`src/pwm_defs.svh`:
```
/*
  Fixed constants of the PWM chain: channel count, data widths and the
  register map. Include this wherever a width or an address is needed.
*/
`ifndef PWM_DEFS_SVH
`define PWM_DEFS_SVH

`define PWM_CHANNELS 3
`define PWM_COUNT_WIDTH 16
`define PWM_ADDR_WIDTH 4
// Compare index is channel * 2 + select, so it spans 0 to 5
`define PWM_INDEX_WIDTH 3

`define PWM_REG_CONTROL 4'd0
`define PWM_REG_DELAY 4'd1
`define PWM_REG_START 4'd2
`define PWM_REG_STOP 4'd3
`define PWM_REG_COMPARE_BASE 4'd4
`define PWM_REG_DEADTIME_BASE 4'd10
`define PWM_REG_OUTPUT 4'd13

`endif

```
`src/pwm_pkg.sv`:
```
/*
  Types shared by the PWM chain modules. Modules pull them in with a
  wildcard import in their header.
*/
`default_nettype none

`include "pwm_defs.svh"

package pwm_pkg;

    typedef logic [`PWM_COUNT_WIDTH-1:0] count_t;
    typedef logic [`PWM_COUNT_WIDTH-1:0] dead_time_t;
    typedef logic [`PWM_ADDR_WIDTH-1:0] reg_addr_t;

    typedef enum logic {mode_sawtooth, mode_triangle} counter_mode_t;

    // Counter start sequence
    typedef enum logic [1:0] {state_idle, state_delay, state_run} counter_state_t;

endpackage

`default_nettype wire

```
`src/count_if.sv`:
```
/*
  Count value and period events from the PWM counter to the compare bank.
  The counter takes the producer side, the compare bank the buffer side.
*/
`timescale 1ns/100ps
`default_nettype none

interface count_if import pwm_pkg::*; ();

    count_t count;
    logic reload;
    logic running;
    logic counting_down;

    modport producer (output count, reload, running, counting_down);
    modport buffer (input count, reload, running, counting_down);

endinterface

`default_nettype wire

```
`src/pwm_registers.sv`:
```
/*
  Register write decoder of the PWM chain. Writes become configuration
  levels one cycle later, and compare writes become a one-cycle strobe
  with a channel/select index and the value for the compare bank.
*/
`timescale 1ns/100ps
`default_nettype none

`include "pwm_defs.svh"

module pwm_registers import pwm_pkg::*; (
    input  logic clock,
    input  logic reset,
    input  logic reg_write,
    input  reg_addr_t reg_address,
    input  count_t reg_data,
    output logic run,
    output counter_mode_t mode,
    output count_t delay,
    output count_t start_value,
    output count_t stop_value,
    output logic compare_write,
    output logic [`PWM_INDEX_WIDTH-1:0] compare_index,
    output count_t compare_value,
    output logic [`PWM_CHANNELS-1:0] output_enable,
    output logic [`PWM_CHANNELS-1:0] dead_time_enable,
    output dead_time_t [`PWM_CHANNELS-1:0] dead_times
);

    reg_addr_t compare_offset;
    reg_addr_t dead_time_offset;
    logic is_compare;
    logic is_dead_time;

    assign compare_offset = reg_address - `PWM_REG_COMPARE_BASE;
    assign dead_time_offset = reg_address - `PWM_REG_DEADTIME_BASE;

    assign is_compare = reg_write && reg_address >= `PWM_REG_COMPARE_BASE &&
                        compare_offset < 2 * `PWM_CHANNELS;
    assign is_dead_time = reg_write && reg_address >= `PWM_REG_DEADTIME_BASE &&
                          dead_time_offset < `PWM_CHANNELS;

    always_ff @(posedge clock) begin
        if (!reset) begin
            run <= 1'b0;
            mode <= mode_sawtooth;
            delay <= '0;
            start_value <= '0;
            stop_value <= '0;
            compare_write <= 1'b0;
            output_enable <= '0;
            dead_time_enable <= '0;
            dead_times <= '0;
        end else begin
            compare_write <= is_compare;
            if (reg_write) begin
                case (reg_address)
                    `PWM_REG_CONTROL: begin
                        run <= reg_data[0];
                        mode <= counter_mode_t'(reg_data[1]);
                    end
                    `PWM_REG_DELAY: delay <= reg_data;
                    `PWM_REG_START: start_value <= reg_data;
                    `PWM_REG_STOP: stop_value <= reg_data;
                    `PWM_REG_OUTPUT: begin
                        output_enable <= reg_data[`PWM_CHANNELS-1:0];
                        dead_time_enable <= reg_data[`PWM_CHANNELS+3:4];
                    end
                    default: ;
                endcase
            end
            if (is_dead_time) begin
                dead_times[dead_time_offset] <= reg_data;
            end
        end
    end

    // Compare payload travels alongside the strobe
    always_ff @(posedge clock) begin
        if (is_compare) begin
            compare_index <= compare_offset[`PWM_INDEX_WIDTH-1:0];
            compare_value <= reg_data;
        end
    end

endmodule

`default_nettype wire

```
`src/pwm_counter.sv`:
```
/*
  Shared PWM counter. After the run request rises it waits the start
  delay, then counts timebase pulses as a sawtooth or a triangle between
  the start and stop values and pulses reload once per period or on sync.
*/
`timescale 1ns/100ps
`default_nettype none

module pwm_counter import pwm_pkg::*; (
    input  logic clock,
    input  logic reset,
    input  logic timebase,
    input  logic sync,
    input  logic run_request,
    input  counter_mode_t mode,
    input  count_t delay,
    input  count_t start_value,
    input  count_t stop_value,
    count_if.producer count_bus
);

    counter_state_t state;
    count_t delay_count;

    always_ff @(posedge clock) begin
        if (!reset) begin
            state <= state_idle;
            delay_count <= '0;
            count_bus.count <= '0;
            count_bus.reload <= 1'b0;
            count_bus.running <= 1'b0;
            count_bus.counting_down <= 1'b0;
        end else begin
            count_bus.reload <= 1'b0;
            // Running follows state_run one edge later and drops as soon as the request goes
            count_bus.running <= (state == state_run) && run_request;
            case (state)
                state_idle: begin
                    if (run_request) begin
                        if (delay == '0) begin
                            state <= state_run;
                            count_bus.count <= start_value;
                            count_bus.counting_down <= 1'b0;
                        end else begin
                            state <= state_delay;
                            delay_count <= delay - 1'b1;
                        end
                    end
                end
                state_delay: begin
                    if (!run_request) begin
                        state <= state_idle;
                    end else if (delay_count == '0) begin
                        state <= state_run;
                        count_bus.count <= start_value;
                        count_bus.counting_down <= 1'b0;
                    end else begin
                        delay_count <= delay_count - 1'b1;
                    end
                end
                state_run: begin
                    if (!run_request) begin
                        state <= state_idle;
                    end else if (sync) begin
                        count_bus.count <= start_value;
                        count_bus.counting_down <= 1'b0;
                        count_bus.reload <= 1'b1;
                    end else if (timebase && count_bus.running) begin
                        if (mode == mode_sawtooth) begin
                            count_bus.counting_down <= 1'b0;
                            if (count_bus.count == stop_value) begin
                                count_bus.count <= start_value;
                                count_bus.reload <= 1'b1;
                            end else begin
                                count_bus.count <= count_bus.count + 1'b1;
                            end
                        end else if (!count_bus.counting_down) begin
                            if (count_bus.count == stop_value) begin
                                count_bus.counting_down <= 1'b1;
                                count_bus.count <= count_bus.count - 1'b1;
                            end else begin
                                count_bus.count <= count_bus.count + 1'b1;
                            end
                        end else if (count_bus.count == start_value) begin
                            // Turning at the bottom closes the triangle period
                            count_bus.counting_down <= 1'b0;
                            count_bus.count <= count_bus.count + 1'b1;
                            count_bus.reload <= 1'b1;
                        end else begin
                            count_bus.count <= count_bus.count - 1'b1;
                        end
                    end
                end
                default: state <= state_idle;
            endcase
        end
    end

    // The compare bank relies on reload being a single-cycle event
    reload_single_cycle: assert property (
        @(posedge clock) disable iff (!reset) count_bus.reload |=> !count_bus.reload
    );

endmodule

`default_nettype wire

```
`src/compare_bank.sv`:
```
/*
  Double-buffered compare registers for each PWM channel. Writes land in
  the shadows, which move to the active set at a period end or while the
  counter is stopped. Matches are registered and only fire on counter steps.
*/
`timescale 1ns/100ps
`default_nettype none

`include "pwm_defs.svh"

module compare_bank import pwm_pkg::*; (
    input  logic clock,
    input  logic reset,
    count_if.buffer count_bus,
    input  logic compare_write,
    input  logic [`PWM_INDEX_WIDTH-1:0] compare_index,
    input  count_t compare_value,
    output logic [`PWM_CHANNELS-1:0] match_high,
    output logic [`PWM_CHANNELS-1:0] match_low
);

    count_t shadow_high [`PWM_CHANNELS];
    count_t shadow_low [`PWM_CHANNELS];
    count_t active_high [`PWM_CHANNELS];
    count_t active_low [`PWM_CHANNELS];
    count_t last_count;
    logic last_down;
    logic take_shadow;
    logic stepped;

    assign take_shadow = count_bus.reload || !count_bus.running;

    // A change of count or direction marks a timebase step
    assign stepped = count_bus.running &&
                     (count_bus.count != last_count || count_bus.counting_down != last_down);

    always_ff @(posedge clock) begin
        if (!reset) begin
            last_count <= '0;
            last_down <= 1'b0;
            match_high <= '0;
            match_low <= '0;
            for (int i = 0; i < `PWM_CHANNELS; i++) begin
                shadow_high[i] <= '0;
                shadow_low[i] <= '0;
                active_high[i] <= '0;
                active_low[i] <= '0;
            end
        end else begin
            last_count <= count_bus.count;
            last_down <= count_bus.counting_down;
            for (int i = 0; i < `PWM_CHANNELS; i++) begin
                if (compare_write && compare_index == 2 * i) begin
                    shadow_high[i] <= compare_value;
                end
                if (compare_write && compare_index == 2 * i + 1) begin
                    shadow_low[i] <= compare_value;
                end
                if (take_shadow) begin
                    active_high[i] <= shadow_high[i];
                    active_low[i] <= shadow_low[i];
                end
                // The first count of a new period already sees the new compares
                match_high[i] <= stepped &&
                    count_bus.count == (take_shadow ? shadow_high[i] : active_high[i]);
                match_low[i] <= stepped &&
                    count_bus.count == (take_shadow ? shadow_low[i] : active_low[i]);
            end
        end
    end

    compare_index_in_range: assert property (
        @(posedge clock) disable iff (!reset)
        compare_write |-> compare_index[`PWM_INDEX_WIDTH-1:1] < `PWM_CHANNELS
    );

endmodule

`default_nettype wire

```
`src/pwm_output_stage.sv`:
```
/*
  Gate drive stage of the PWM chain. Each channel turns compare matches
  into a complementary pair, then delays rising edges by its dead time.
  Both sides of a channel are held low while it is stopped or disabled.
*/
`timescale 1ns/100ps
`default_nettype none

`include "pwm_defs.svh"

module pwm_output_stage import pwm_pkg::*; (
    input  logic clock,
    input  logic reset,
    input  logic running,
    input  logic [`PWM_CHANNELS-1:0] match_high,
    input  logic [`PWM_CHANNELS-1:0] match_low,
    input  logic [`PWM_CHANNELS-1:0] output_enable,
    input  logic [`PWM_CHANNELS-1:0] dead_time_enable,
    input  dead_time_t [`PWM_CHANNELS-1:0] dead_times,
    output logic [`PWM_CHANNELS-1:0] out_a,
    output logic [`PWM_CHANNELS-1:0] out_b
);

    genvar ch;
    generate
        for (ch = 0; ch < `PWM_CHANNELS; ch++) begin : channel
            logic active;
            logic pin_next;
            logic raw_a;
            logic raw_b;
            logic last_a;
            logic last_b;
            logic changed;
            logic gate_a;
            logic gate_b;
            dead_time_t elapsed;
            dead_time_t since;

            assign active = running && output_enable[ch];

            // Set wins over clear when both matches land together
            assign pin_next = active && (match_high[ch] || (raw_a && !match_low[ch]));

            always_ff @(posedge clock) begin
                if (!reset) begin
                    raw_a <= 1'b0;
                    raw_b <= 1'b0;
                end else begin
                    raw_a <= pin_next;
                    raw_b <= active && !pin_next;
                end
            end

            // Cycles since the raw pair last switched, saturating
            assign changed = raw_a != last_a || raw_b != last_b;
            assign since = changed ? '0 : elapsed;

            always_ff @(posedge clock) begin
                if (!reset) begin
                    last_a <= 1'b0;
                    last_b <= 1'b0;
                    elapsed <= '0;
                    gate_a <= 1'b0;
                    gate_b <= 1'b0;
                end else begin
                    last_a <= raw_a;
                    last_b <= raw_b;
                    if (since != '1) begin
                        elapsed <= since + 1'b1;
                    end else begin
                        elapsed <= since;
                    end
                    if (dead_time_enable[ch]) begin
                        gate_a <= raw_a && since >= dead_times[ch];
                        gate_b <= raw_b && since >= dead_times[ch];
                    end else begin
                        gate_a <= raw_a;
                        gate_b <= raw_b;
                    end
                end
            end

            assign out_a[ch] = gate_a;
            assign out_b[ch] = gate_b;

            // With dead time on, neither side switches on straight after the other was on
            no_shoot_through: assert property (
                @(posedge clock) disable iff (!reset)
                ($rose(out_a[ch]) || $rose(out_b[ch])) &&
                    $past(dead_time_enable[ch] && dead_times[ch] != '0)
                |-> !$past(out_a[ch] || out_b[ch])
            );
        end
    endgenerate

endmodule

`default_nettype wire

```
`src/pwm_chain.sv`:
```
/*
  Top level of one three-channel PWM chain. Registers set up a shared
  counter, a double-buffered compare bank and a dead-time output stage.
  The counter runs on the run bit or external_run unless stop_request is set.
*/
`timescale 1ns/100ps
`default_nettype none

`include "pwm_defs.svh"

module pwm_chain import pwm_pkg::*; (
    input  logic clock,
    input  logic reset,
    input  logic timebase,
    input  logic sync,
    input  logic external_run,
    input  logic stop_request,
    input  logic reg_write,
    input  reg_addr_t reg_address,
    input  count_t reg_data,
    output logic counter_status,
    output logic [`PWM_CHANNELS-1:0] out_a,
    output logic [`PWM_CHANNELS-1:0] out_b
);

    logic run;
    logic run_request;
    counter_mode_t mode;
    count_t delay;
    count_t start_value;
    count_t stop_value;
    logic compare_write;
    logic [`PWM_INDEX_WIDTH-1:0] compare_index;
    count_t compare_value;
    logic [`PWM_CHANNELS-1:0] output_enable;
    logic [`PWM_CHANNELS-1:0] dead_time_enable;
    dead_time_t [`PWM_CHANNELS-1:0] dead_times;
    logic [`PWM_CHANNELS-1:0] match_high;
    logic [`PWM_CHANNELS-1:0] match_low;

    count_if count_bus ();

    assign run_request = (run || external_run) && !stop_request;
    assign counter_status = count_bus.running;

    pwm_registers registers (
        .clock(clock),
        .reset(reset),
        .reg_write(reg_write),
        .reg_address(reg_address),
        .reg_data(reg_data),
        .run(run),
        .mode(mode),
        .delay(delay),
        .start_value(start_value),
        .stop_value(stop_value),
        .compare_write(compare_write),
        .compare_index(compare_index),
        .compare_value(compare_value),
        .output_enable(output_enable),
        .dead_time_enable(dead_time_enable),
        .dead_times(dead_times)
    );

    pwm_counter counter (
        .clock(clock),
        .reset(reset),
        .timebase(timebase),
        .sync(sync),
        .run_request(run_request),
        .mode(mode),
        .delay(delay),
        .start_value(start_value),
        .stop_value(stop_value),
        .count_bus(count_bus.producer)
    );

    compare_bank compares (
        .clock(clock),
        .reset(reset),
        .count_bus(count_bus.buffer),
        .compare_write(compare_write),
        .compare_index(compare_index),
        .compare_value(compare_value),
        .match_high(match_high),
        .match_low(match_low)
    );

    pwm_output_stage outputs (
        .clock(clock),
        .reset(reset),
        .running(count_bus.running),
        .match_high(match_high),
        .match_low(match_low),
        .output_enable(output_enable),
        .dead_time_enable(dead_time_enable),
        .dead_times(dead_times),
        .out_a(out_a),
        .out_b(out_b)
    );

endmodule

`default_nettype wire

```
`config.mk`:
```
export PLATFORM = sky130hd
export DESIGN_NAME = pwm_chain
export DESIGN_NICKNAME = d
export VERILOG_FILES = /design/src/pwm_pkg.sv /design/src/count_if.sv /design/src/pwm_registers.sv /design/src/pwm_counter.sv /design/src/compare_bank.sv /design/src/pwm_output_stage.sv /design/src/pwm_chain.sv
export VERILOG_INCLUDE_DIRS = /design/src
export SDC_FILE = /design/constraint.sdc
export NUM_CORES = 1
export LEC_CHECK = 0
export BUFFER_PORTS_ARGS = -buffer_cell sky130_fd_sc_hd__buf_2
export CAP_MARGIN = 20
export CORE_MARGIN = 3
export CORE_UTILIZATION = 55
export DETAILED_ROUTE_END_ITERATION = 8
export HOLD_SLACK_MARGIN = 0.06
export PLACE_DENSITY = 0.71
export SKIP_LAST_GASP = 1
export SLEW_MARGIN = 40
export SYNTH_ARGS = -nofsm -noshare
export SYNTH_HDL_FRONTEND = slang
export SYNTH_SLANG_ARGS = --single-unit
```
`constraint.sdc`:
```
create_clock -name clock -period 8.65 [get_ports clock]
set_input_delay 0 -clock clock [delete_from_list [all_inputs] [get_ports clock]]
set_output_delay 0 -clock clock [all_outputs]
set_load 0.05 [all_outputs]
```
Yosys cells after proc, flatten, opt, wreduce, memory -nomap -nowiden
Memory sizes are Yosys's and may differ from the RTL's.
Cells that the tools add are included.
W data, S select, Z words.
{"block": "totals", "rom_bits": 0, "latchBits": 0, "elab_cells": 286, "reg_bits": 250, "mem_bits_rw": 192, "inputBits": 27, "n_memories": 4}
{"memory": "compares.active_high", "words": 3, "word_bits": 16, "rd": 3, "rd_clocked_by_memory_dff": 0, "write_ports": 3, "line": "compare_bank.sv:24", "source": "count_t active_high [`PWM_CHANNELS];"}
{"memory": "compares.active_low", "words": 3, "word_bits": 16, "rd": 3, "rd_clocked_by_memory_dff": 0, "write_ports": 3, "line": "compare_bank.sv:25", "source": "count_t active_low [`PWM_CHANNELS];"}
{"memory": "compares.shadow_high", "words": 3, "word_bits": 16, "rd": 3, "rd_clocked_by_memory_dff": 0, "write_ports": 3, "line": "compare_bank.sv:22", "source": "count_t shadow_high [`PWM_CHANNELS];"}
{"memory": "compares.shadow_low", "words": 3, "word_bits": 16, "rd": 3, "rd_clocked_by_memory_dff": 0, "write_ports": 3, "line": "compare_bank.sv:23", "source": "count_t shadow_low [`PWM_CHANNELS];"}
{"block": "classes", "bitwise": 12, "div": 0, "eq_ne": 40, "n_lt_le_gt_ge": 9, "shifts": 0, "muxes": 96, "mul": 0, "add_sub_neg": 9, "reduce_logical": 72}
{"cell": "$mux W16", "count": 41}
{"cell": "$eq A16 B16 Y1", "count": 8}
{"cell": "$add A16 B1 Y16 const B", "count": 4}
{"cell": "$bwmux W48", "count": 1}
{"cell": "$ge A16 B16 Y1", "count": 3}
{"cell": "$ne A16 B16 Y1 const B", "count": 3}
{"cell": "$pmux W16 S3", "count": 1}
{"cell": "$sub A16 B1 Y16 const B", "count": 3}
{"cell": "$mux W1", "count": 44}
{"cell": "$logic_and A1 B1 Y1", "count": 39}
{"cell": "$demux W16 S2", "count": 1}
{"cell": "$logic_not A16 Y1", "count": 2}
{"cell": "$pmux W16 S2", "count": 1}
{"cell": "$ne A16 B16 Y1", "count": 1}
{"cell": "$or A1 B1 Y1", "count": 12}
{"cell": "$mux W2", "count": 5}
{"cell": "$ne A2 B1 Y1 const B", "count": 5}
{"cell": "$reduce_and A2 Y1", "count": 5}
{"cell": "$logic_or A1 B1 Y1", "count": 9}
{"cell": "$eq A4 B2 Y1 const B", "count": 2}
{"cell": "$logic_not A1 Y1", "count": 8}
{"cell": "$lt A4 B3 Y1 const B", "count": 2}
{"cell": "$ne A1 B1 Y1", "count": 7}
{"cell": "$reduce_and A7 Y1", "count": 1}
{"cell": "24 further kinds", "count": 30}

Longest topological paths before layout
Gate-level depths: netlist (run 1).
{"block": "logic_depth", "depth_word": 8, "ltp_mapped": 13, "mapped_depth_nobuf": 12}

Hierarchy
A second synthesis (run 1) with hierarchy kept.
{"block": "hier_totals", "hier_cells": 2309, "hier_area_um2": 23178.5}
{"mod": "compare_bank", "cells_each": 810, "n_inst": 1, "area_each_um2": 10148.5, "seq_area_each_um2": 6226.0}
{"mod": "pwm_output_stage", "cells_each": 565, "n_inst": 1, "area_each_um2": 4684.5, "seq_area_each_um2": 1321.3}
{"mod": "pwm_registers", "cells_each": 457, "n_inst": 1, "area_each_um2": 4674.5, "seq_area_each_um2": 2672.6}
{"mod": "pwm_counter", "cells_each": 476, "n_inst": 1, "area_each_um2": 3661.0, "seq_area_each_um2": 740.7}
{"mod": "pwm_chain", "cells_each": 1, "n_inst": 1, "area_each_um2": 10.0, "seq_area_each_um2": 0.0}

Worst setup path before layout (run 1)
OpenSTA, ideal clock, no wires.
{"block": "synth_path", "kind": "register to register", "start": "register counter.count_bus.running", "end": "memory compares.active_high[0][0] in the netlist's numbering, enable pin", "arrival_time_ns": 3.390, "stages_incl_launch_ff": 6, "period_less_slack_ns": 4.292, "setup_slack_ns": 4.358, "n_path_buf": 3, "path_cell_list": "dfxtp_1 > nor2b_1 > clkbuf_1 > buf_1 > buf_2 > nand2_1"}
{"item": "start, declared", "line": "count_if.sv:15", "source": "modport producer (output count, reload, running, counting_down);"}
{"item": "start signal, assigned", "line": "pwm_counter.sv:36", "source": "count_bus.running <= (state == state_run) && run_request;"}
{"item": "end, declared", "line": "compare_bank.sv:24"}

Final worst setup path (run 1)
{"block": "layout_path", "start": "register outputs.channel[2].last_b", "end": "register outputs.channel[2].elapsed[11]"}
{"block": "layout_between", "elab_chain_len": 5}
{"item": "start, declared", "line": "pwm_output_stage.sv:32", "source": "logic last_b;"}
{"item": "start signal, assigned", "line": "pwm_output_stage.sv:67", "source": "last_b <= raw_b;"}
{"item": "$ne A1 B1 Y1 (*)", "line": "pwm_output_stage.sv:55", "source": "assign changed = raw_a != last_a || raw_b != last_b;"}
{"item": "$logic_or A1 B1 Y1 (*)", "line": "pwm_output_stage.sv:55"}
{"item": "$mux W16 (*)", "line": "pwm_output_stage.sv:56", "source": "assign since = changed ? '0 : elapsed;"}
{"item": "$add A16 B1 Y16 or $ne A16 B16 Y1 (tied branches)", "line": "pwm_output_stage.sv:69, pwm_output_stage.sv:68"}
{"item": "$mux W16 (*)", "line": "pwm_output_stage.sv:68", "source": "if (since != '1) begin"}
{"item": "end signal, assigned", "line": "pwm_output_stage.sv:69", "source": "elapsed <= since + 1'b1;"}
{"item": "end signal, assigned", "line": "pwm_output_stage.sv:71", "source": "elapsed <= since;"}
{"item": "end, declared", "line": "pwm_output_stage.sv:36", "source": "dead_time_t elapsed;"}
Every way passes the cells marked *; elsewhere a longest branch is shown, timed or not.
A chain may end at the register's enable or synchronous reset.

==> metrics.md, run 1 <==
| Metric | Value |
|---|---|
| Final period util | 0.398 |
| Core region area | slightly below 40,000 sq um |
| First-pass GRT wire length | 87,100 um |
| Post-Synth XOR/XNOR Area | 0.0799 |
| Mux share of post-synthesis cell area | 0.0778 |
| Initial antenna violation count | 1 |
| FF/Latch Area | 11,000 sq um |
| CTS tree | built |
| Avg Cell Area, Syn | roughly 10 sq um |
| Combinational power share | 0.093 |
| Post-CTS Setup Inserts | 0 |
| First-pass DRT Iterations | 5 |
| DRT iter0 DRCs | 1,221 |
| Period minus WS final | 3.44 ns |
| Dominant synthesized flop cell | dfxtp_1 |
| Sequential area share after synthesis | 0.502 |
| Die area | about 42,000 sq um |
| CTS Buf Count | 47 |
| Startpoint Class | flop |
| Final hold viol count | 0 |
| Die width | 205 um |
| Hpwl dp | 36,600 um |
| Outcome | completed |
| Pleak | 9.18 nW |
| Largest family of logic cells by synthesized area | simple AND/OR/NAND/NOR gates |
| CP endpoint kind | flop |
| Commonest non-fill, non-tap cell in the layout | dfxtp_1 |
| GRT Overall Usage | 0.264 |
| Critical path's top delay family | simple AND/OR/NAND/NOR gates |
| Pwr Density | 204 nW/um^2 |
| Final ANT Viol Nets | 0 |
| Syn nets | 2,234 |
| Gr ovfl total | 0 |
| Clock Pin Slew Worst Setup and Hold Paths | approximately 0.060 ns |
| RD Place Congestion | 0.913 |
| Largest net degree at the start of global routing | 97 |
| Flop pwr share | 0.473 |
| Number of global-route vias before repair | roughly 16k |
| Async SR Flop Fraction | 0 |
| Clock Power Share | 0.434 |
| Post-Syn Instances | 2,150 |
| Crit path cell chain | xor2_1, nor2_2, nand2_1, inv_1, ha_1, nand4_1, nor4b_1, nand4_1, nand3_1, nor3_1, xnor2_1, nor2_1 |
| Arr. time, crit path | 3.91 ns |
| H-tree depth | 2 |
| Num ports | 34 |
| Sink Count | around 440 |
| Drt total wl | 55,700 um |
| Unrepaired setup endpoints after global routing | false |
| Via Count | 16.1k |
| Layout fillers | 3,159 |
| # setup viols final | 0 |
| Number of max-cap violations | 0 |
| Cell taking the most area after synthesis | edfxtp_1 |
| Layout cells sized above 1 | 0.0829 |
| Post-synthesis cell type count | 73 |
| Adder-Cell Fraction of Synth Area | 0.0341 |
| Ys Warns | 0 |
| Net count, final | 2,242 |
| Routed WL per cell | 20.5 um |
| CP bufs+invs | 1 |
| Setup TNS | 0 ns |
| Critical path's slowest cell | nor4b_1 |
| Min-Delay Path Class | in -> reg |
| Post-synthesis simple-gate area fraction | 0.196 |
| CTS root buf | clkbuf_16 |
| DR vias/cell | 5.92 |
| VDD IR max | approximately 0.16 mV |
| Multi-input combinational cell area | 10,100 sq um |
| Final core occ | 0.626 |
| Final Skew | 0.0248 ns |
| Area grow syn2layout | 11.6% |
| Max Clk Rate | between 200 and 300 MHz |
| Switching pwr | 1.19 mW |
| Post-CTS sizing | 0 |
| Synthesized cell area | 21,800 sq um |
| Critical path class | reg -> reg |
| Number of flops mapped to enable cells by yosys | 211 |
| Clock Tree Buf Depth | 3 |
| Num rows | 72 |
| Skew-Pair Late Insertion Delay | 0.59 ns |
| Slew Viols, Final | 0 |
| Synth top area cells | edfxtp_1 29%, dfxtp_1 21%, mux2i_1 7.6%, xnor2_1 5.9%, and3_1 3.8% |
| CP most frequent cell | nand4_1 |
| Slew headroom | 0.424 |
| I/O Buffers | 33 |
| Residual DRC count | 0 |
| Starting Density | 0.561 |
| Compound-Gate Fraction of Synth Area | 0.0703 |
| Area share of the leading cell type in the synthesized netlist | 0.290 |
| Most frequent cells in the layout | 229 x dfxtp_1, 211 x edfxtp_1, 191 x nand2_1 |
| Switch share | 0.239 |
| Worst stage delay on the critical path | just under 0.7 ns |
| Die Y | 205 um |
| Peak fanout along the critical path | 17 |
| Int Pwr | 3.77 mW |
| Worst Tran Pin Value | 0.863 ns |
| CP Data Required Time | 9.11 ns |
| Register bit total from synthesis | 442 |
==> logic make-up (layout without fill, tap and decap cells) <==
logic type               after synthesis  count (layout)
flip-flops                           442             442
AND/OR/NAND/NOR                      826             826
XOR/XNOR                             199             199
buffers and inverters                219             264
AO/OA/AOI/OAI                        236             236
adder cells (fa/ha/maj)               60              60
other                                  0               1
multiplexers                         168             168
==> stage by stage <==
stage	setup WS [ns]	instance area, sq um	hold slack [ns]	power, mW	instances
6_report	5.21	24400	0.188	4.96	2714
5_1_grt	4.86	24400	0.224	5.12	2713
4_1_cts	5.05	24300	0.145	4.98	2713
3_5_place_dp	5.07	22400	0.318	2.83	2601
3_3_place_gp	5.19	22400	0.305	2.82	2601
2_1_floorplan	4.36	21800	0.0989	2.69	2150
==> what timing repair did <==
action,4_1_cts,5_1_grt
setup endpoints to repair,0,0
hold endpoints to repair,181,0
hold buffers,26,0
==> cell type report <==
type	count	share of cell area
multi-input cells	1489	0.414
diodes	1	0.000103
clock buffers	67	0.0560
well taps	518	0.0266
inverters	84	0.0130
clock inverters	19	0.0119
repair buffers	94	0.0285
flip-flops and latches	442	0.450
==> power by group through the flow <==
| stage | sequential [mW] | clock [mW] | combinational, mW |
|---|---|---|---|
| floorplan | 2.36 | 0 | 0.329 |
| global placement | 2.38 | 0 | 0.434 |
| detailed placement | 2.39 | 0 | 0.445 |
| CTS | 2.34 | 2.18 | 0.456 |
| global route | 2.35 | 2.27 | 0.500 |
| finish | 2.34 | 2.15 | 0.462 |
==> worst register-to-register path: cells and delay by family (launching register included) <==
kind	cells	cell delay [ns]
flops	1	0.31
fa+ha+maj	1	0.23
xor+xnor	2	0.35
buf+inv	1	0.09
simple gates	8	2.35
==> Yosys cell counts (all sizes together) (9+ instances only) <==
master	count
nor2	170
a21o	12
o21ai	36
edfxtp	211
o31ai	9
mux2i	168
nand2	192
clkbuf	84
or3	17
xnor2	148
dfxtp	231
a21oi	84
a31oi	15
nor3b	11
and3	133
inv	84
nor3	35
nand2b	12
ha	57
o2111ai	11
buf	51
and2	71
nand3	53
a211oi	9
nand4	44
nor4	45
xor2	51
==> layer usage <==
metal | vias up | global-route usage | share of wire | routed length [um]
li1 | 7644 | - | - | -
met1 | 7729 | 0.361 | 0.43 | 24000
met2 | 575 | 0.428 | 0.47 | 26100
met3 | 122 | 0.0380 | 0.065 | 3650
met4 | 0 | 0.0986 | 0.034 | 1900
met5 | - | 0 | 0 | 0
==> flip-flops by register name, indices dropped and copies added (netlist names), 16 cells and up <==
register and flops:
compares.shadow_low 48, registers.stop_value 16, compares.last_count 16, counter.delay_count 16, compares.active_low 48, compares.active_high 48, registers.start_value 16, compares.shadow_high 48
counter.count_bus.count 16, outputs.channel.elapsed 48, registers.dead_times 48, registers.compare_value 16, registers.delay 16
==> worst paths after layout <==
check / from / to / slack, ns / cells past startpoint
max: outputs.channel[2].last_b / outputs.channel[2].elapsed[11] / 5.21 / 12
min reg2reg: registers.output_enable[1] / outputs.channel[1].raw_a / 0.44 / 2
max reg2reg: outputs.channel[2].last_b / outputs.channel[2].elapsed[11] / 5.21 / 12
min: reg_address[3] / registers.compare_value[5] / 0.19 / 5
Power figures use the tool's default switching activity.
==> run 2: changes to the inputs <==
==> constraint.sdc (replaced) <==
create_clock -name clock -period 3.2 [get_ports clock]
set_input_delay 0 -clock clock [delete_from_list [all_inputs] [get_ports clock]]
set_output_delay 0 -clock clock [all_outputs]
set_load 0.05 [all_outputs]
==> run 2 against run 1 <==
  * Cell area is 0.27% higher
  * Via count is 1.8% higher
  * Worst hold slack worse by 0.038 ns
  * Sequential cell count did not move
  * Critical path type unchanged
  * Critical endpoint is now outputs.channel[2].elapsed[15]
  * Highest routed layer is now met5
==> metrics.md, run 2 (synthesis gave the netlist of run 1 again) <==
| Metric | Value |
|---|---|
| Most frequent cells in the layout | 231 x dfxtp_1, 211 x edfxtp_1, 191 x nand2_1 (was 229 x dfxtp_1, 211 x edfxtp_1, 191 x nand2_1) |
| Final period util | 0.856 (was 0.398) |
| Worst Tran Pin Value | 0.799 ns (was 0.863 ns) |
| Min-Delay Path Class | in -> reg (unchanged) |
| Unrepaired setup endpoints after global routing | false (unchanged) |
| Critical path class | reg -> reg (unchanged) |
| First-pass DRT Iterations | 5 (unchanged) |
| Initial antenna violation count | 2 (was 1) |
| Slew Viols, Final | 0 (unchanged) |
| Area grow syn2layout | 11.9% (was 11.6%) |
| Final ANT Viol Nets | 0 (unchanged) |
| Routed WL per cell | 20.8 um (was 20.5 um) |
| Die Y | 205 um (unchanged) |
| Max Clk Rate | 365 MHz (was 290 MHz) |
| Die width | 205 um (unchanged) |
| CTS tree | built (unchanged) |
| Commonest non-fill, non-tap cell in the layout | dfxtp_1 (unchanged) |
| Diodes inserted | 0 (was 1) |
| First-pass GRT wire length | 89,300 um (was 87,100 um) |
| Top Layer Used | met5 (was met4) |
| DR vias/cell | 5.98 (was 5.92) |
| Setup TNS | 0 ns (unchanged) |
| Residual DRC count | 0 (unchanged) |
| Drt total wl | 57,000 um (was 55,700 um) |
| Startpoint Class | flop (unchanged) |
| Final hold viol count | 0 (unchanged) |
| Arr. time, crit path | 3.25 ns (was 3.91 ns) |
| Layout cells sized above 1 | 0.0878 (was 0.0829) |
| DRT iter0 DRCs | 1,330 (was 1,221) |
| WL met2 | 27,300 um (was 26,100 um) |
| VDD IR max | 0.399 mV (was 0.158 mV) |
| Slew headroom | 0.467 (was 0.424) |
| CP most frequent cell | nand4_1 (unchanged) |
| CTS Buf Count | 47 (unchanged) |
| Worst stage delay on the critical path | 0.38 ns (was 0.69 ns) |
| DR WL met3 | 3750 um (was 3650 um) |
| CP Data Required Time | 3.71 ns (was 9.11 ns) |
| Final core occ | 0.628 (was 0.626) |
| Pleak | 9.26 nW (was 9.18 nW) |
| Peak fanout along the critical path | 7 (was 17) |
| Die area | 42,100 sq um (unchanged) |
| Number of max-cap violations | 0 (unchanged) |
| H-tree depth | 2 (unchanged) |
| Starting Density | 0.561 (unchanged) |
| RD Place Congestion | 0.916 (was 0.913) |
| Crit path cell chain | xor2_1, nor2_1, and2_1, ha_1, nand4_1, nor4b_1, buf_4, nand4_1, nand4_1, or3_1, a21oi_1 (was xor2_1, nor2_2, nand2_1, inv_1, ha_1, nand4_1, nor4b_1, nand4_1, nand3_1, nor3_1, xnor2_1, nor2_1) |
| Num ports | 34 (unchanged) |
| Hpwl dp | 38,500 um (was 36,600 um) |
| Clock Tree Buf Depth | 3 (unchanged) |
| Core region area | 38,900 sq um (unchanged) |
| Net count, final | 2,266 (was 2,242) |
| Final Skew | 0.0233 ns (was 0.0248 ns) |
| Post-CTS Setup Inserts | 0 (unchanged) |
| Via Count | 16.4k (was 16.1k) |
| CTS root buf | clkbuf_16 (unchanged) |
| CP endpoint kind | flop (unchanged) |
| I/O Buffers | 33 (unchanged) |
| Num rows | 72 (unchanged) |
| Critical path's slowest cell | xor2_1 (was nor4b_1) |
| Skew-Pair Late Insertion Delay | 0.59 ns (about the same) |
| Routed length on met1 | 24,300 um (was 24,000 um) |
| GRT Overall Usage | 0.270 (was 0.264) |
| # setup viols final | 0 (unchanged) |
| Period minus WS final | 2.74 ns (was 3.44 ns) |
| Number of global-route vias before repair | 16.1k (was 15.7k) |
| Pwr Density | 531 nW/um^2 (was 204 nW/um^2) |
| Sink Count | 442 (unchanged) |
| Largest net degree at the start of global routing | 99 (was 97) |
| Outcome | completed (unchanged) |
| CP bufs+invs | 1 (unchanged) |
| Gr ovfl total | 0 (unchanged) |
| Critical path's top delay family | simple AND/OR/NAND/NOR gates (unchanged) |
| Clock Pin Slew Worst Setup and Hold Paths | 0.06 ns (about the same) |
-- run 2: cell types whose count changed in the layout (fill, tap and decap cells not counted), moves of 2 or more --
cell        change
buf_4          +19
buf_12          +7
clkinv_2        +6
bufinv_16       -5
clkbuf_1        +3
clkinv_1        +3
clkinvlp_4      -3
xnor2_1         +3
xnor2_2         -3
dfxtp_1         +2
dfxtp_2         -2
inv_6           -2
-- run 2: layout make-up --
| class | count | area [sq um] |
|---|---|---|
| well taps | 518 | 648 |
| fillers | 3149 | 14500 |
| clock inverters | 18 | 149 |
| inverters | 84 | 318 |
| clock buffers | 69 | 1360 |
| flip-flops and latches | 442 | 11000 |
| multi-input cells | 1489 | 10000 |
| repair buffers | 118 | 956 |
-- run 2: worst paths after layout --
check                        startpoint                        endpoint  slack, ns  cells past startpoint
min                            timebase     counter.count_bus.count[14]       0.15                      5
max reg2reg    outputs.channel[2].raw_a  outputs.channel[2].elapsed[15]       0.46                     11
min reg2reg  registers.output_enable[1]        outputs.channel[1].raw_a       0.46                      2
max            outputs.channel[2].raw_a  outputs.channel[2].elapsed[15]       0.46                     11
-- run 2: worst register-to-register path, cell delays in order (launching register included) --
cell,delay (ns)
dfxtp_1,0.36
xor2_1,0.38
nor2_1,0.14
and2_1,0.22
ha_1,0.25
nand4_1,0.11
nor4b_1,0.05
buf_4,0.17
nand4_1,0.28
nand4_1,0.22
or3_1,0.35
a21oi_1,0.14
-- run 2: power breakdown --
part	switching, mW	internal [mW]	leakage [nW]
registers	0.162	6.17	4.07
clock network	2.25	3.10	0.747
logic	0.770	0.507	4.45
total	3.19	9.78	9.26
-- run 2: what timing repair did --
item | 4_1_cts | 5_1_grt
endpoints found under the setup margin | 0 | 0
hold buffers | 25 | 0
hold endpoints to repair | 166 | 0
resized for setup | 0 | 0
-- run 2: stage by stage --
stage	worst slack, ns	hold WS, ns	cell area [sq um]	total power, mW	cells
floorplan	0.306	0.0989	21800	7.26	2150
global placement	0.604	0.239	22700	7.64	2626
detailed placement	0.510	0.242	22700	7.68	2626
CTS	0.474	0.121	24400	13.0	2738
global route	0.0956	0.191	24400	13.4	2738
finish	0.461	0.150	24400	13.0	2738
-- run 2: metal layers --
layer,global-route usage,up-vias
li1,-,7685
met1,0.365,7998
met2,0.447,566
met3,0.0424,109
met4,0.0891,4
met5,0,-
==> run 3: changes to the inputs <==
--- a/config.mk
+++ b/config.mk
@@ -13,6 +13,7 @@
 export DETAILED_ROUTE_END_ITERATION = 8
 export HOLD_SLACK_MARGIN = 0.06
 export PLACE_DENSITY = 0.71
+export RECOVER_POWER = 100
 export SKIP_LAST_GASP = 1
 export SLEW_MARGIN = 40
 export SYNTH_ARGS = -nofsm -noshare
==> run 3 against run 2 <==
  * Worst setup slack worse by 0.23 ns
  * Cell area down 0.75%
  * The flow now finishes with violations (max-capacitance violations, max-slew violations)
  * Combinational power about the same
  * Via count down 0.35%
  * Die area unchanged
  * Non-clock buffer count unchanged
  * Clock power about the same
  * Largest power group unchanged
  * Sequential power about the same
==> metrics.md, run 3 (synthesis gave the netlist of run 1 again) <==
| Metric | Value |
|---|---|
| Max Clk Rate | 337 MHz (was 365 MHz) |
| FF-to-FF setup slack | 0.23 ns (was 0.46 ns) |
| Net count, final | 2,266 (unchanged) |
| Dpl ws | 0.510 ns (unchanged) |
| Die width | 205 um (unchanged) |
| Final ANT Viol Nets | 0 (unchanged) |
| Slew headroom | -0.323 (was 0.467) |
| Pwr Density | 534 nW/um^2 (was 531 nW/um^2) |
| Area grow syn2layout | 11.1% (was 11.9%) |
| Worst Tran Pin Value | 1.98 ns (was 0.799 ns) |
| GRT Overall Usage | 0.270 (unchanged) |
| Period minus WS final | 2.97 ns (was 2.74 ns) |
| Via Count | 16.3k (was 16.4k) |
| Die Y | 205 um (unchanged) |
| # setup viols final | 0 (unchanged) |
| Placed Instances | 2,626 (unchanged) |
| Final period util | 0.928 (was 0.856) |
| DR vias/cell | 5.95 (was 5.98) |
| Drt total wl | 57,000 um (about the same) |
| Skew-Pair Late Insertion Delay | 0.59 ns (about the same) |
| Failing checks | max-capacitance violations, max-slew violations |
| Hold Crit Depth | 5 (unchanged) |
| Number of global-route vias before repair | 16.1k (unchanged) |
| Unrepaired setup endpoints after global routing | false (unchanged) |
| Die area | 42,100 sq um (unchanged) |
| CP endpoint kind | flop (unchanged) |
| Initial antenna violation count | 2 (unchanged) |
| Num ports | 34 (unchanged) |
| First-pass GRT wire length | 89,300 um (unchanged) |
| Final Skew | 0.0237 ns (was 0.0233 ns) |
| Startpoint Class | flop (unchanged) |
| RR Endpoint | compares.match_high[0] (was outputs.channel[2].elapsed[15]) |
| Arr. time, crit path | 3.44 ns (was 3.25 ns) |
| Setup TNS | 0 ns (unchanged) |
| H-tree depth | 2 (unchanged) |
| Routed WL per cell | 20.8 um (about the same) |
| Pleak | 9.03 nW (was 9.26 nW) |
| Most frequent cells in the layout | 231 x dfxtp_1, 211 x edfxtp_1, 191 x nand2_1 (unchanged) |
| Num rows | 72 (unchanged) |
| First-pass DRT Iterations | 6 (was 5) |
| Diodes inserted | 0 (unchanged) |
| Final WS setup | 0.229 ns (was 0.461 ns) |
| I/O Buffers | 33 (unchanged) |
| Commonest non-fill, non-tap cell in the layout | dfxtp_1 (unchanged) |
| CTS Buf Count | 47 (unchanged) |
| Worst stage delay on the critical path | 1.05 ns (was 0.38 ns) |
| Clock Tree Buf Depth | 3 (unchanged) |
| DRT iter0 DRCs | 1,305 (was 1,330) |
| Sink Count | 442 (unchanged) |
| Number of max-cap violations | 2 (was 0) |
| Gr ovfl total | 0 (unchanged) |
| Min-Delay Endpoint | counter.count_bus.count[14] (unchanged) |
| CP Data Required Time | 3.66 ns (was 3.71 ns) |
| Worst r2r src | counter.count_bus.count[8] (was outputs.channel[2].raw_a) |
| CTS root buf | clkbuf_16 (unchanged) |
| Layout cells sized above 1 | 0.0626 (was 0.0878) |
| Worst r2r path cells | 7 (was 11) |
| Slew Viols, Final | 101 (was 0) |
| Hold Startpoint | timebase (unchanged) |
| Peak fanout along the critical path | 19 (was 7) |
| Outcome | finished with violations (was completed) |
| Starting Density | 0.561 (unchanged) |
| Critical path's slowest cell | clkbuf_1 (was xor2_1) |
| Finished Layout Cells | 2,738 (unchanged) |
| CTS tree | built (unchanged) |
| Final hold viol count | 0 (unchanged) |
| Clock Pin Slew Worst Setup and Hold Paths | 0.06 ns (about the same) |
| Hpwl dp | 38,500 um (unchanged) |
| RD Place Congestion | 0.916 (unchanged) |
| Crit path cell chain | clkbuf_1, xor2_1, nor4_1, nand3_1, o41ai_1, buf_4, nor2_1 (was xor2_1, nor2_1, and2_1, ha_1, nand4_1, nor4b_1, buf_4, nand4_1, nand4_1, or3_1, a21oi_1) |
| Residual DRC count | 0 (unchanged) |
| Largest net degree at the start of global routing | 99 (unchanged) |
| Critical path class | reg -> reg (unchanged) |
| Post-CTS Setup Inserts | 0 (unchanged) |
| Min-Delay Path Class | in -> reg (unchanged) |
| Core region area | 38,900 sq um (unchanged) |
| VDD IR max | 0.401 mV (was 0.399 mV) |
run 3: cell types whose count changed in the layout (fill, tap and decap cells not counted), moves of 3 or more:
cell / before / now
and2_1: 71 / 27
and2_0: 0 / 44
clkbuf_2: 0 / 3
o21ai_0: 32 / 36
clkbuf_1: 13 / 59
buf_4: 54 / 31
o21ai_1: 4 / 0
buf_2: 32 / 6
run 3: worst max-delay path, delay by kind of cell, from the launching register on:
kind,cells,cell delay [ns]
AOI/OAI and AO/OA,1,0.31
DFF,1,0.42
and+or+nand+nor,3,0.65
buffers and inverters,2,1.31
xor gates and xnor gates,1,0.16
run 3: how the worst max path moves through the flow:
stage / start / endpoint / slack [ns] / cells past startpoint
after floorplan: outputs.channel[2].last_b / outputs.channel[2].elapsed[11] / 0.31 / 12
after global placement: outputs.channel[2].last_b / outputs.channel[2].elapsed[11] / 0.60 / 12
after detailed placement: outputs.channel[2].raw_a / outputs.channel[2].elapsed[15] / 0.51 / 11
after CTS: outputs.channel[2].raw_a / outputs.channel[2].elapsed[15] / 0.47 / 11
after global routing: counter.count_bus.running / compares.active_low[0][26] / 0.05 / 4
final: counter.count_bus.count[8] / compares.match_high[0] / 0.23 / 7
run 3: cell type report:
cell class | count | area [sq um]
clock inverter | 18 | 149
timing repair buffer | 118 | 827
inverter | 84 | 315
sequential | 442 | 11000
fill | 3196 | 14700
tap | 518 | 648
clock buffer | 69 | 1360
multi-input combinational | 1489 | 9990
run 3: repair_timing:
item | in CTS | in global routing
resized for setup | 0 | 0
endpoints found under the hold margin | 166 | 0
hold buffers | 25 | 0
setup endpoints to repair | 0 | 0
run 3: routing by layer:
layer | vias to the layer above | wire length (um) | GRT usage
met5 | - | 26 | 0
met4 | 4 | 1520 | 0.0891
met3 | 103 | 3660 | 0.0424
met2 | 561 | 27500 | 0.447
met1 | 7945 | 24300 | 0.365
li1 | 7691 | - | -
run 3: metrics by stage:
| stage | hold slack (ns) | cell area [sq um] | util | power, mW |
|---|---|---|---|---|
| 3_3_place_gp | 0.239 | 22700 | 0.582 | 7.64 |
| 3_5_place_dp | 0.242 | 22700 | 0.582 | 7.68 |
| 2_1_floorplan | 0.0989 | 21800 | - | 7.26 |
| 4_1_cts | 0.121 | 24400 | 0.628 | 13.0 |
| 5_1_grt | 0.191 | 24200 | 0.623 | 13.3 |
| 6_report | 0.132 | 24200 | 0.623 | 12.9 |
run 3: report_power, final:
group | internal (mW) | total (mW) | switching, mW
clock | 3.10 | 5.37 | 2.26
combinational | 0.485 | 1.25 | 0.761
sequential | 6.17 | 6.33 | 0.162
total | 9.76 | 12.9 | 3.19
